===== config.mk =====
export PLATFORM = sky130hd
export DESIGN_NAME = csr_stage
export DESIGN_NICKNAME = d
export VERILOG_FILES = /design/src/csr_pkg.sv /design/src/csr_stage.sv /design/src/csr_resp.sv /design/src/csr_regfile.sv /design/src/trap_ctrl.sv /design/src/csr_issue.sv
export VERILOG_INCLUDE_DIRS = /design/src /design/src/include
export SDC_FILE = /design/constraint.sdc
export NUM_CORES = 1
export LEC_CHECK = 0
export BUFFER_PORTS_ARGS = -buffer_cell sky130_fd_sc_hd__buf_2
export CELL_PAD_IN_SITES_DETAIL_PLACEMENT = 1
export CELL_PAD_IN_SITES_GLOBAL_PLACEMENT = 1
export CORE_MARGIN = 2
export CORE_UTILIZATION = 35
export DETAILED_ROUTE_END_ITERATION = 10
export PLACE_DENSITY = 0.79
export SLEW_MARGIN = 20
export SYNTH_ARGS = -nofsm -noshare
export SYNTH_HDL_FRONTEND = slang
export SYNTH_SLANG_ARGS = --single-unit

===== constraint.sdc =====
create_clock -name clk -period 7.7 [get_ports clk]
set_clock_uncertainty 0.15 [all_clocks]
set_input_delay 1.925 -clock clk [delete_from_list [all_inputs] [get_ports clk]]
set_output_delay 1.925 -clock clk [all_outputs]
set_load 0.02 [all_outputs]

===== src/include/csr_addr.svh =====
`ifndef CSR_ADDR_SVH
`define CSR_ADDR_SVH

// Read-only counters
localparam logic [11:0] CSR_ADDR_CYCLE      = 12'hc00;
localparam logic [11:0] CSR_ADDR_TIME       = 12'hc01;
localparam logic [11:0] CSR_ADDR_CYCLEH     = 12'hc80;
localparam logic [11:0] CSR_ADDR_TIMEH      = 12'hc81;

// Machine mode
localparam logic [11:0] CSR_ADDR_MSTATUS    = 12'h300;
localparam logic [11:0] CSR_ADDR_MIDELEG    = 12'h303;
localparam logic [11:0] CSR_ADDR_MIE        = 12'h304;
localparam logic [11:0] CSR_ADDR_MTVEC      = 12'h305;
localparam logic [11:0] CSR_ADDR_MCOUNTEREN = 12'h306;
localparam logic [11:0] CSR_ADDR_MSCRATCH   = 12'h340;
localparam logic [11:0] CSR_ADDR_MEPC       = 12'h341;
localparam logic [11:0] CSR_ADDR_MCAUSE     = 12'h342;

// Supervisor mode
localparam logic [11:0] CSR_ADDR_STVEC      = 12'h105;
localparam logic [11:0] CSR_ADDR_SCOUNTEREN = 12'h106;
localparam logic [11:0] CSR_ADDR_SSCRATCH   = 12'h140;
localparam logic [11:0] CSR_ADDR_SEPC       = 12'h141;
localparam logic [11:0] CSR_ADDR_SCAUSE     = 12'h142;

// Top bit of a cause code marks an interrupt
localparam logic [31:0] CAUSE_M_TIMER       = 32'h8000_0007;
localparam logic [31:0] CAUSE_S_TIMER       = 32'h8000_0005;
localparam logic [31:0] CAUSE_ECALL_BASE    = 32'd8;

`endif

===== src/csr_pkg.sv =====
`default_nettype none

package csr_pkg;

`include "csr_addr.svh"

    typedef enum logic [1:0] {
        PRIV_U = 2'd0,
        PRIV_S = 2'd1,
        PRIV_M = 2'd3
    } priv_e;

    typedef enum logic [2:0] {
        CMD_NONE  = 3'd0,
        CMD_WRITE = 3'd1,
        CMD_SET   = 3'd2,
        CMD_CLEAR = 3'd3,
        CMD_ECALL = 3'd4,
        CMD_MRET  = 3'd5
    } csr_cmd_e;

    typedef struct packed {
        csr_cmd_e    cmd;
        logic [11:0] addr;
        logic [31:0] op1;
    } csr_req_t;

    // Architectural bit positions of the kept mstatus fields
    typedef struct packed {
        logic [18:0] zero_hi;
        logic [1:0]  mpp;
        logic [1:0]  zero_vs;
        logic        spp;
        logic        mpie;
        logic        zero_ube;
        logic        spie;
        logic        zero_4;
        logic        mie;
        logic        zero_2;
        logic        sie;
        logic        zero_0;
    } mstatus_t;

    typedef union packed {
        logic [31:0] raw;
        mstatus_t    st;
    } csr_word_u;

    typedef enum logic [2:0] {
        TRAP_NONE,
        TRAP_TIMER_M,
        TRAP_TIMER_S,
        TRAP_ECALL,
        TRAP_MRET
    } trap_kind_e;

    typedef struct packed {
        trap_kind_e  kind;
        logic [31:0] epc;
    } trap_evt_t;

    typedef struct packed {
        priv_e mode;
        logic  mstatus_mie;
        logic  mstatus_sie;
        logic  mie_mtie;
        logic  mie_stie;
        logic  mideleg_mtie;
    } irq_state_t;

endpackage

`default_nettype wire


===== src/csr_stage.sv =====
`timescale 1ns/1ps
`default_nettype none

module csr_stage import csr_pkg::*; (
    input  wire logic        clk,
    input  wire logic        rst,
    input  wire logic [63:0] cycle,
    input  wire logic [63:0] time_val,
    input  wire logic [63:0] mtime,
    input  wire logic [63:0] mtimecmp,
    input  wire logic        branch_hazard,
    input  wire logic [2:0]  csr_cmd,
    input  wire logic [31:0] op1_data,
    input  wire logic [31:0] imm_i,
    input  wire logic        interrupt_ready,
    input  wire logic [31:0] fetch_pc,
    output logic      [2:0]  csr_cmd_out,
    output logic      [31:0] csr_rdata,
    output logic      [31:0] trap_vector,
    output logic             stall_may_interrupt
);

    csr_cmd_e    cmd_in, cmd_out;
    csr_req_t    req_now, req_saved;
    logic [31:0] wdata, mtvec, stvec, mepc;
    irq_state_t  irq;
    trap_evt_t   evt;
    logic        trap_taken;

    assign cmd_in      = csr_cmd_e'(csr_cmd);
    assign csr_cmd_out = cmd_out;

    csr_issue u_issue (
        .clk, .rst, .branch_hazard, .trap_taken, .csr_cmd(cmd_in), .op1_data, .imm_i,
        .rdata(csr_rdata), .req_now, .req_saved, .wdata
    );

    trap_ctrl u_trap (
        .cmd(req_now.cmd), .irq, .mtime, .mtimecmp, .interrupt_ready, .fetch_pc,
        .stall_may_interrupt, .trap_taken, .evt
    );

    csr_regfile u_regfile (
        .clk, .rst, .req_now, .req_saved, .wdata, .evt, .cycle, .time_val,
        .rdata(csr_rdata), .irq, .mtvec, .stvec, .mepc
    );

    csr_resp u_resp (
        .clk, .rst, .cmd(req_now.cmd), .evt, .mtvec, .stvec, .mepc,
        .csr_cmd_out(cmd_out), .trap_vector
    );

endmodule

`default_nettype wire


===== src/csr_resp.sv =====
`timescale 1ns/1ps
`default_nettype none

module csr_resp import csr_pkg::*; (
    input  wire logic        clk,
    input  wire logic        rst,
    input  csr_cmd_e         cmd,
    input  trap_evt_t        evt,
    input  wire logic [31:0] mtvec,
    input  wire logic [31:0] stvec,
    input  wire logic [31:0] mepc,
    output csr_cmd_e         csr_cmd_out,
    output logic      [31:0] trap_vector
);

    always_ff @(posedge clk) begin
        if (rst) begin
            csr_cmd_out <= CMD_NONE;
            trap_vector <= '0;
        end else begin
            // Timer trap is reported downstream as an ecall
            if (evt.kind inside {TRAP_TIMER_M, TRAP_TIMER_S}) begin
                csr_cmd_out <= CMD_ECALL;
            end else begin
                csr_cmd_out <= cmd;
            end
            case (evt.kind)
                TRAP_TIMER_M, TRAP_ECALL: trap_vector <= mtvec;
                TRAP_TIMER_S:             trap_vector <= stvec;
                TRAP_MRET:                trap_vector <= mepc;
                default: ;
            endcase
        end
    end

endmodule

`default_nettype wire


===== src/csr_regfile.sv =====
`timescale 1ns/1ps
`default_nettype none

module csr_regfile import csr_pkg::*; (
    input  wire logic        clk,
    input  wire logic        rst,
    input  csr_req_t         req_now,
    input  csr_req_t         req_saved,
    input  wire logic [31:0] wdata,
    input  trap_evt_t        evt,
    input  wire logic [63:0] cycle,
    input  wire logic [63:0] time_val,
    output logic      [31:0] rdata,
    output irq_state_t       irq,
    output logic      [31:0] mtvec,
    output logic      [31:0] stvec,
    output logic      [31:0] mepc
);

    priv_e       mode;
    logic [1:0]  mpp;
    logic        spp, mpie, spie, st_mie, st_sie;
    // Order is meie, seie, mtie, stie, msie, ssie
    logic [5:0]  mie_en;
    logic        mideleg_mtie;
    logic [2:0]  mcounteren, scounteren;
    logic [31:0] mscratch, mcause, sscratch, sepc, scause;
    csr_word_u   st_rd, st_wr;
    logic        cy_ok, tm_ok;
    logic [31:0] rd_next;

    // Lower modes need the enable bits of every mode above them
    function automatic logic cnt_ok(input priv_e m, input logic men, input logic sen);
        return m == PRIV_M || (men && (m == PRIV_S || (m == PRIV_U && sen)));
    endfunction

    always_comb begin
        st_rd.raw     = '0;
        st_rd.st.mpp  = mpp;
        st_rd.st.spp  = spp;
        st_rd.st.mpie = mpie;
        st_rd.st.spie = spie;
        st_rd.st.mie  = st_mie;
        st_rd.st.sie  = st_sie;
        st_wr.raw     = wdata;
    end

    assign cy_ok = cnt_ok(mode, mcounteren[0], scounteren[0]);
    assign tm_ok = cnt_ok(mode, mcounteren[1], scounteren[1]);

    always_comb begin
        case (req_now.addr)
            CSR_ADDR_CYCLE:      rd_next = cy_ok ? cycle[31:0] : '0;
            CSR_ADDR_TIME:       rd_next = tm_ok ? time_val[31:0] : '0;
            CSR_ADDR_CYCLEH:     rd_next = cy_ok ? cycle[63:32] : '0;
            CSR_ADDR_TIMEH:      rd_next = tm_ok ? time_val[63:32] : '0;
            CSR_ADDR_MSTATUS:    rd_next = st_rd.raw;
            CSR_ADDR_MIDELEG:    rd_next = {24'b0, mideleg_mtie, 7'b0};
            CSR_ADDR_MIE:        rd_next = {20'b0, mie_en[5], 1'b0, mie_en[4], 1'b0,
                                            mie_en[3], 1'b0, mie_en[2], 1'b0,
                                            mie_en[1], 1'b0, mie_en[0], 1'b0};
            CSR_ADDR_MTVEC:      rd_next = mtvec;
            CSR_ADDR_MCOUNTEREN: rd_next = {29'b0, mcounteren};
            CSR_ADDR_MSCRATCH:   rd_next = mscratch;
            CSR_ADDR_MEPC:       rd_next = mepc;
            CSR_ADDR_MCAUSE:     rd_next = mcause;
            CSR_ADDR_STVEC:      rd_next = stvec;
            CSR_ADDR_SCOUNTEREN: rd_next = {29'b0, scounteren};
            CSR_ADDR_SSCRATCH:   rd_next = sscratch;
            CSR_ADDR_SEPC:       rd_next = sepc;
            CSR_ADDR_SCAUSE:     rd_next = scause;
            default:             rd_next = '0;
        endcase
    end

    always_ff @(posedge clk) begin
        if (rst) begin
            rdata <= '0;
        end else begin
            rdata <= rd_next;
        end
    end

    assign irq = '{mode: mode, mstatus_mie: st_mie, mstatus_sie: st_sie,
                   mie_mtie: mie_en[3], mie_stie: mie_en[2], mideleg_mtie: mideleg_mtie};

    always_ff @(posedge clk) begin
        if (rst) begin
            mode         <= PRIV_M;
            mpp          <= PRIV_M;
            {spp, mpie, spie, st_mie, st_sie} <= '0;
            mie_en       <= '0;
            mideleg_mtie <= 1'b0;
            mcounteren   <= '0;
            scounteren   <= '0;
            {mtvec, mscratch, mepc, mcause} <= '0;
            {stvec, sscratch, sepc, scause} <= '0;
        end else begin
            if (req_saved.cmd inside {CMD_WRITE, CMD_SET, CMD_CLEAR}) begin
                case (req_saved.addr)
                    CSR_ADDR_MSTATUS: begin
                        mpp    <= st_wr.st.mpp;
                        spp    <= st_wr.st.spp;
                        mpie   <= st_wr.st.mpie;
                        spie   <= st_wr.st.spie;
                        st_mie <= st_wr.st.mie;
                        st_sie <= st_wr.st.sie;
                    end
                    CSR_ADDR_MIDELEG:    mideleg_mtie <= wdata[7];
                    CSR_ADDR_MIE:        mie_en <= {wdata[11], wdata[9], wdata[7],
                                                    wdata[5], wdata[3], wdata[1]};
                    CSR_ADDR_MTVEC:      mtvec <= wdata;
                    CSR_ADDR_MCOUNTEREN: mcounteren <= wdata[2:0];
                    CSR_ADDR_MSCRATCH:   mscratch <= wdata;
                    CSR_ADDR_MEPC:       mepc <= wdata;
                    CSR_ADDR_MCAUSE:     mcause <= wdata;
                    CSR_ADDR_STVEC:      stvec <= wdata;
                    CSR_ADDR_SCOUNTEREN: scounteren <= wdata[2:0];
                    CSR_ADDR_SSCRATCH:   sscratch <= wdata;
                    CSR_ADDR_SEPC:       sepc <= wdata;
                    CSR_ADDR_SCAUSE:     scause <= wdata;
                    default: ;
                endcase
            end
            // Trap side effects win over a write in the same cycle
            case (evt.kind)
                TRAP_TIMER_M: begin
                    mpp    <= mode;
                    mpie   <= st_mie;
                    st_mie <= 1'b0;
                    mepc   <= evt.epc;
                    mcause <= CAUSE_M_TIMER;
                    mode   <= PRIV_M;
                end
                TRAP_TIMER_S: begin
                    spp    <= mode[0];
                    spie   <= st_sie;
                    st_sie <= 1'b0;
                    sepc   <= evt.epc;
                    scause <= CAUSE_S_TIMER;
                    mode   <= PRIV_S;
                end
                TRAP_ECALL: begin
                    mcause <= CAUSE_ECALL_BASE + {30'b0, mode};
                    mode   <= PRIV_M;
                end
                TRAP_MRET: begin
                    mode   <= priv_e'(mpp);
                    mpp    <= PRIV_U;
                    st_mie <= mpie;
                end
                default: ;
            endcase
        end
    end

endmodule

`default_nettype wire


===== src/trap_ctrl.sv =====
`timescale 1ns/1ps
`default_nettype none

module trap_ctrl import csr_pkg::*; (
    input  csr_cmd_e         cmd,
    input  irq_state_t       irq,
    input  wire logic [63:0] mtime,
    input  wire logic [63:0] mtimecmp,
    input  wire logic        interrupt_ready,
    input  wire logic [31:0] fetch_pc,
    output logic             stall_may_interrupt,
    output logic             trap_taken,
    output trap_evt_t        evt
);

    logic m_enabled;
    logic s_enabled;

    // Machine timer not delegated and not masked
    assign m_enabled = irq.mode == PRIV_M && irq.mie_mtie && !irq.mideleg_mtie &&
                       irq.mstatus_mie;
    assign s_enabled = irq.mode == PRIV_S && irq.mie_stie && irq.mstatus_sie;

    assign stall_may_interrupt = (mtime >= mtimecmp) && (m_enabled || s_enabled);
    assign trap_taken          = stall_may_interrupt && interrupt_ready;

    always_comb begin
        evt.epc = fetch_pc;
        if (trap_taken) begin
            // Delegated timer goes to S unless already in M
            if (irq.mode != PRIV_M && irq.mideleg_mtie) begin
                evt.kind = TRAP_TIMER_S;
            end else begin
                evt.kind = TRAP_TIMER_M;
            end
        end else begin
            case (cmd)
                CMD_ECALL: evt.kind = TRAP_ECALL;
                CMD_MRET:  evt.kind = TRAP_MRET;
                default:   evt.kind = TRAP_NONE;
            endcase
        end
    end

endmodule

`default_nettype wire


===== src/csr_issue.sv =====
`timescale 1ns/1ps
`default_nettype none

module csr_issue import csr_pkg::*; (
    input  wire logic        clk,
    input  wire logic        rst,
    input  wire logic        branch_hazard,
    input  wire logic        trap_taken,
    input  csr_cmd_e         csr_cmd,
    input  wire logic [31:0] op1_data,
    input  wire logic [31:0] imm_i,
    input  wire logic [31:0] rdata,
    output csr_req_t         req_now,
    output csr_req_t         req_saved,
    output logic      [31:0] wdata
);

    // Hazard turns the request into a no-op at an unmapped address
    always_comb begin
        if (branch_hazard) begin
            req_now = '{cmd: CMD_NONE, addr: 12'hfff, op1: '1};
        end else begin
            req_now = '{cmd: csr_cmd, addr: imm_i[11:0], op1: op1_data};
        end
    end

    // Write phase runs one cycle behind the read
    always_ff @(posedge clk) begin
        req_saved.addr <= req_now.addr;
        req_saved.op1  <= req_now.op1;
        if (rst || trap_taken) begin
            req_saved.cmd <= CMD_NONE;
        end else begin
            req_saved.cmd <= req_now.cmd;
        end
    end

    // rdata here is the old value read for the saved request
    always_comb begin
        case (req_saved.cmd)
            CMD_WRITE: wdata = req_saved.op1;
            CMD_SET:   wdata = rdata | req_saved.op1;
            CMD_CLEAR: wdata = rdata & ~req_saved.op1;
            default:   wdata = '0;
        endcase
    end

endmodule

`default_nettype wire


==> summary.md, run 1 <==
| Metric | Value |
|---|---|
| Post-synth top flop | dfxtp_1 |
| Async set or reset register ratio after synthesis | 0% |
| Setup slack, reg-to-reg | ~4.0 ns |
| Startpoint Class | input pin |
| CTS buffer count | 44 |
| Final Non-Filler Cells | about 3400 |
| FP Rows | 85 |
| Worst Hold Class | flip-flop to flip-flop |
| Sequential area share after synthesis | between 40% and 50% |
| Buffer and inverter count on the worst path | 4 |
| Crit path max fanout | 10 |
| Pleak | 8.946 nW |
| Minimum clock period | roughly 6.2 ns |
| Synthesis-to-layout area growth | 22.54% |
| Most frequent cells after synthesis | nand2_1 (510), dfxtp_1 (392), a21oi_1 (282) |
| Clock Path Buffers | 3 |
| Fmax | between 150 and 200 MHz |
| Worst Setup End Kind | primary output |
| Max Cap Violations | 0 |
| DP Wirelength | around 58000 um |
| Register bit total from synthesis | between 300 and 400 |
| Synth cell types | 65 |
| Crit path arrival time | slightly above 4 ns |
| GR Overflow Total | 0 |
| Final core utilization | 43.35% |
| DRC Markers | 0 |
| Outcome | completed |
| HP Start | u_regfile.sscratch[30] |
| Kind of critical path | input pin to primary output |
| Final Max Slew Viols | 0 |
| Design area | between 20000 and 25000 um2 |
| Hold EP | u_regfile.sscratch[30] |
| Worst-Skew Late Latency | roughly 0.60 ns |
| # clock sinks | about 400 |
| Mapped Cells | 2376 |
| Delay-heaviest family, CP | simple AND/OR/NAND/NOR gates |
| Worst Hold Depth | 2 |
| RSZ-0062 raised after global routing | no |
| Worst-Margin Slew | approximately 1.2 ns |
| Routability cong. | about 0.9 |
| Post-CTS Setup Bufs | 0 |
| First-pass GRT wire length | 131000 um |
| Total number of vias | around 21000 |
| Chip height | ~240 um |
| Yosys top cell area share | about two fifths |
| Slowest CP cell | nor4_2 |
| Post-synthesis area per instance | 7.995 um2 |
| Die ar. | 56160 um2 |
| R2R Path End | u_regfile.mepc[23] |
| EDFF count, synth | 0 |
| Final hold vios | 0 |
| Number of global-route vias before repair | around 21000 |
| Power Density | between 200 and 250 nW/um2 |
| Post-route clock period utilization | between 80 and 90% |
| GRT Resource Usage Total | between 30% and 40% |
| Number of port buffers | between 400 and 500 |
| Worst r2r src | u_issue.req_saved[46] |
| CP required | ~5.6 ns |
| Total core area | ~54000 um2 |
| Initial Utilization | a little over a third |
| Cts repair resizes | 0 |
| Synth top area cells | dfxtp_1 (41%), nand2_1 (10%), a21oi_1 (7.4%), ha_1 (4.2%), nor2_1 (3.6%) |
| Reg2reg path depth | 8 |
| Synth area leader | dfxtp_1 |
| Syn_nets | approximately 2800 |
| Layout cells sized above 1 | between 20% and 30% |
| Most common cell in the netlist | nand2_1 |
| Clock slew at reported path FFs | approximately 0.06 ns |
| Initial antenna violation count | 10 |
| Clock Tree Root | clkbuf_16 |
| # IOs | roughly 430 |
| Slowest stage delay, CP | between 0.5 and 0.6 ns |
| Drt first-iter violations | about 2000 |
| Cell count after placement | about 3300 |
| Relative slew margins | between 20% and 30% |
| Hold buffers post-CTS | 0 |
| Stages on worst setup path | 11 |
| CP cell instances | buf_2 -> inv_1 -> ha_1 -> nand4_1 -> nor4_2 -> nand4_1 -> a31oi_2 -> nor4b_4 -> buf_4 -> nor2_1 -> buf_2 |
| Wire per inst | 25.78 um |
| Placed inst area | between 20000 and 25000 um2 |
| Die X | around 240 um |
| DRT Pass-1 Iters | 9 |
| Setup TNS | 0 ns |
| Final net count | 3113 |
| Yosys warns | 0 |
| Synthesized area | roughly 19000 um2 |
| Final ANT Viol Nets | 0 |
| Max H-tree Level | 2 |
| Final setup fails | 0 |
| Vias per std cell | 6.033 |
| Routed wire length | a little under 90000 um |
| VDD IR max | approximately 0.00012 V |
| Largest net degree at the start of global routing | 84 |
| CTS tree | yes |
-- worst min-delay path: cells and delay by family, from the launching register on --
kind	cells	cell delay, ns
and+or+nand+nor	1	0.05
AOI/OAI and AO/OA	1	0.05
DFF	1	0.31
-- layout by cell type, fill, tap and decap left out, drive strengths merged, types with 2 or more instances in the layout --
master / synthesis / layout
a211oi: 61 / 61
a21oi: 282 / 282
a221oi: 37 / 37
a222oi: 55 / 55
a22o: 38 / 38
a22oi: 43 / 43
a31oi: 32 / 32
and2: 8 / 8
and3: 35 / 35
buf: 37 / 453
bufinv: 0 / 7
clkbuf: 148 / 58
clkinv: 0 / 9
dfxtp: 392 / 392
diode: 0 / 8
ha: 64 / 64
inv: 73 / 75
mux2i: 18 / 18
nand2: 510 / 510
nand2b: 10 / 10
nand3: 21 / 21
nand3b: 2 / 2
nand4: 13 / 13
nor2: 182 / 182
nor2b: 7 / 7
nor3: 11 / 11
nor4: 13 / 13
nor4b: 5 / 5
o2111ai: 5 / 5
o211ai: 36 / 36
o21a: 30 / 30
o21ai: 79 / 79
o221a: 32 / 32
o22ai: 2 / 2
o2bb2ai: 32 / 32
or2: 43 / 43
or3: 4 / 4
or4: 2 / 2
-- layout make-up --
class | count | area (um2)
fill | 6441 | 30430
antenna | 8 | 20.02
clock inverter | 19 | 291.5
multi-input combinational | 1726 | 10300
sequential | 392 | 7848
tap | 696 | 870.8
clock buffer | 58 | 1264
timing repair buffer | 453 | 2411
inverter | 73 | 274.0
-- kinds of logic after synthesis --
kind of cell,Yosys count,share of synthesized area (%)
compound gates,773,28.24
xor+xnor,1,0.04611
fa+ha+maj,64,4.215
buf+inv,258,5.467
flops,392,41.31
mux,18,0.9484
simple gates,870,19.78
-- flip-flops by register name, indices dropped and copies added, names as in the netlist, 3 cells and up --
name / cells
u_regfile.sscratch: 32
u_regfile.mcounteren: 3
u_resp.csr_cmd_out: 3
u_issue.req_saved: 47
u_regfile.scause: 32
u_regfile.scounteren: 3
u_regfile.sepc: 32
u_regfile.mepc: 32
u_regfile.mscratch: 32
u_regfile.rdata: 32
u_regfile.mtvec: 32
u_regfile.stvec: 32
u_resp.trap_vector: 32
u_regfile.mcause: 32
u_regfile.mie_en: 6
-- per-stage QoR --
stage,setup slack (ns),hold WS [ns],power [W]
finish,1.484,0.3106,0.004751
global route,1.302,0.3239,0.004889
CTS,1.463,0.3076,0.004764
detailed placement,1.476,0.3008,0.002490
global placement,1.534,0.2879,0.002474
floorplan,1.947,0.2813,0.002291
-- power by group --
group | total [W] | internal, W | switching [W]
registers | 0.00207 | 0.00205 | 0.0000196
logic | 0.000382 | 0.000146 | 0.000236
clock network | 0.00230 | 0.00139 | 0.000911
total | 0.00475 | 0.00358 | 0.00117
-- worst max path at each step --
stage | start | endpoint | slack, ns
after floorplan | mtime[0] | stall_may_interrupt | 1.95
after global placement | mtimecmp[62] | stall_may_interrupt | 1.53
after detailed placement | mtimecmp[62] | stall_may_interrupt | 1.48
after CTS | mtimecmp[62] | stall_may_interrupt | 1.46
after global routing | mtimecmp[61] | stall_may_interrupt | 1.30
final | mtimecmp[61] | stall_may_interrupt | 1.48
-- metal layers --
metal | track usage, % | vias up | part of all wire [%]
met2 | 50.20 | 1079 | 46
li1 | - | 9185 | -
met3 | 6.050 | 232 | 9.0
met1 | 38.39 | 10170 | 41
met4 | 14.65 | 2 | 4.1
met5 | 0 | - | 0.015
No activity file was read; power rests on OpenSTA's default activity.
==> run 2, diff against run 1 <==
--- a/config.mk
+++ b/config.mk
@@ -12,7 +12,7 @@
 export CORE_MARGIN = 2
 export CORE_UTILIZATION = 35
 export DETAILED_ROUTE_END_ITERATION = 10
-export PLACE_DENSITY = 0.79
+export PLACE_DENSITY = 0.82
 export SLEW_MARGIN = 20
 export SYNTH_ARGS = -nofsm -noshare
 export SYNTH_HDL_FRONTEND = slang
==> constraint.sdc (replaced) <==
create_clock -name clk -period 5.6 [get_ports clk]
set_clock_uncertainty 0.15 [all_clocks]
set_input_delay 1.4 -clock clk [delete_from_list [all_inputs] [get_ports clk]]
set_output_delay 1.4 -clock clk [all_outputs]
set_load 0.02 [all_outputs]
==> summary.md, run 2 (same netlist as run 1, synthesis figures left out) <==
| Metric | Value |
|---|---|
| Placed inst area | 21890 um2 (+0.99%) |
| Setup TNS | 0 ns (unchanged) |
| Int Power | 0.004528 W (+26%) |
| Die ar. | 56160 um2 (unchanged) |
| VDD IR max | 0.0002064 V (+67%) |
| Crit path max fanout | 4 (-6) |
| Largest Register | u_issue.req_saved |
| Commonest cells after routing, fill and taps aside | nand2_1 (508), buf_2 (405), dfxtp_1 (392), a21oi_1 (282), nor2_1 (170) |
| Minimum clock period | 4.917 ns |
| FP Rows | 85 (unchanged) |
| Most common cell after layout, fill and taps aside | nand2_1 |
| Pleak | 8.914 nW (-0.35%) |
| DP Wirelength | 58420 um (+0.72%) |
| Synthesis-to-layout area growth | 22.22% |
| Cts repair resizes | 0 (unchanged) |
| DRT Pass-1 Iters | 9 (unchanged) |
| Fmax | slightly above 200 MHz |
| Power Density | 262.5 nW/um2 (+29%) |
| HP Start | u_regfile.sscratch[3] |
| Total core area | 53710 um2 (unchanged) |
| Worst Hold Depth | 2 (unchanged) |
| Worst r2r src | u_issue.req_saved[46] |
| NetSw | 0.001567 W (+34%) |
| Final hold vios | 0 (unchanged) |
| Net Sw Frac | 25.71% (+1.2 points) |
| Design area | 23220 um2 (-0.26%) |
| Clock slew at reported path FFs | 0.06 ns (about the same) |
| Chip height | 237.0 um (unchanged) |
| Vias per std cell | 6.030 (about the same) |
| Routability cong. | 0.8779 (-3.3%) |
| Max Cap Violations | 0 (unchanged) |
| Worst Hold Class | flip-flop to flip-flop |
| Slowest CP cell | nor4_2 |
| Largest net degree at the start of global routing | 99 (+18%) |
| CTS tree | yes |
| CP cell instances | buf_2 -> inv_1 -> ha_1 -> nand4_1 -> nor4_2 -> nand2_1 -> o2111ai_2 -> nor4b_4 -> nor2_1 -> buf_2 |
| Combinational power share | 8.7% (+0.7 points) |
| Number of global-route vias before repair | 21420 (+0.41%) |
| First-pass GRT wire length | 130100 um (-0.73%) |
| Total number of vias | 20710 (+0.22%) |
| Final Max Slew Viols | 0 (unchanged) |
| Routed wire length | 87450 um (-0.98%) |
| Max reg flops | 47 (unchanged) |
| # clock sinks | 392 (unchanged) |
| Post-CTS Setup Bufs | 0 (unchanged) |
| Drt first-iter violations | 2139 (+5.8%) |
| Worst-Skew Late Latency | 0.59 ns (about the same) |
| Slowest stage delay, CP | 0.46 ns (-0.07 ns) |
| Clock Tree Root | clkbuf_16 |
| Reg power frac | 46.7% (+3.1 points) |
| DRC Markers | 0 (unchanged) |
| Wire per inst | 25.46 um (-1.2%) |
| Setup slack, reg-to-reg | 1.81 ns (-2.15 ns) |
| Startpoint Class | input pin |
| Reg2reg path depth | 7 (-1) |
| Final net count | 3124 (+0.35%) |
| Most frequent CP cell | buf_2 |
| # IOs | 427 (unchanged) |
| R2R Path End | u_regfile.mcause[30] |
| Clock Path Buffers | 3 (unchanged) |
| Initial antenna violation count | 7 (-3) |
| CP required | 4.05 ns (-1.57 ns) |
| CTS buffer count | 42 (-4.5%) |
| Post-route clock period utilization | 87.81% |
| Hold buffers post-CTS | 0 (unchanged) |
| Layout cells sized above 1 | 23.82% (-0.18 points) |
| RSZ-0062 raised after global routing | no |
| Number of port buffers | 406 (unchanged) |
| GR Overflow Total | 0 (unchanged) |
| Clock power share | 44.7% (-3.7 points) |
| Crit path arrival time | 3.37 ns (-0.77 ns) |
| Kind of critical path | input pin to primary output |
| Max H-tree Level | 2 (unchanged) |
| Hold EP | u_regfile.sscratch[3] |
| GRT Resource Usage Total | 30.21% (-0.35 points) |
| Worst Setup End Kind | primary output |
| Delay-heaviest family, CP | simple AND/OR/NAND/NOR gates |
| Relative slew margins | 23.41% (+0.26 points) |
| Hold_ws | 0.3049 ns (-0.005691 ns) |
| Final ANT Viol Nets | 0 (unchanged) |
| Die X | 237.0 um (unchanged) |
| Worst-Margin Slew | 1.149 ns (-0.001139 ns) |
| Initial Utilization | 35.37% (unchanged) |
| Outcome | completed |
| Final setup fails | 0 (unchanged) |
| Buffer and inverter count on the worst path | 3 (-1) |
==> run 2: power by group through the flow <==
| stage | combinational, W | sequential [W] | clock (W) |
|---|---|---|---|
| 2_1_floorplan | 0.000239 | 0.00291 | 0 |
| 3_3_place_gp | 0.000499 | 0.00290 | 0 |
| 3_5_place_dp | 0.000520 | 0.00291 | 0 |
| 4_1_cts | 0.000523 | 0.00285 | 0.00274 |
| 5_1_grt | 0.000574 | 0.00285 | 0.00285 |
| 6_report | 0.000528 | 0.00285 | 0.00272 |
==> run 2: metal layers <==
metal,global-route usage [%],part of all wire (%)
met5,0,0.027
met4,16.80,5.3
met3,6.482,9.3
met2,48.89,46
met1,37.37,40
==> run 2: cell type report <==
| cell class | count | area [um2] |
|---|---|---|
| clock inverter | 12 | 85.08 |
| tap | 696 | 870.8 |
| multi-input combinational | 1726 | 10290 |
| inverter | 73 | 274.0 |
| timing repair buffer | 466 | 2621 |
| fill | 6471 | 30490 |
| antenna | 5 | 12.51 |
| sequential | 392 | 7848 |
| clock buffer | 64 | 1215 |
==> run 2: per-stage QoR <==
step	total power, W	setup WS [ns]	std cells	util [%]
floorplan	0.003151	0.8974	2376	-
global placement	0.003404	0.6602	3352	40.76
detailed placement	0.003426	0.5942	3352	40.76
CTS	0.006110	0.6734	3428	43.18
global route	0.006270	0.4900	3433	43.23
finish	0.006095	0.6825	3434	43.23
==> run 2: worst max path at each step <==
stage	from	end	slack, ns	depth (start not counted)
final	mtimecmp[62]	stall_may_interrupt	0.68	10
after detailed placement	mtimecmp[62]	u_regfile.mepc[20]	0.59	13
after global routing	mtimecmp[62]	stall_may_interrupt	0.49	10
after floorplan	mtime[0]	stall_may_interrupt	0.90	8
after global placement	mtime[35]	stall_may_interrupt	0.66	9
after CTS	mtimecmp[62]	stall_may_interrupt	0.67	10
==> run 2: worst reg2reg max path, delay by kind of cell, from the launching register on <==
| kind | cells | cell delay [ns] |
|---|---|---|
| simple gates | 5 | 2.31 |
| buf+inv | 1 | 0.57 |
| compound gates | 1 | 0.27 |
| flops | 1 | 0.39 |
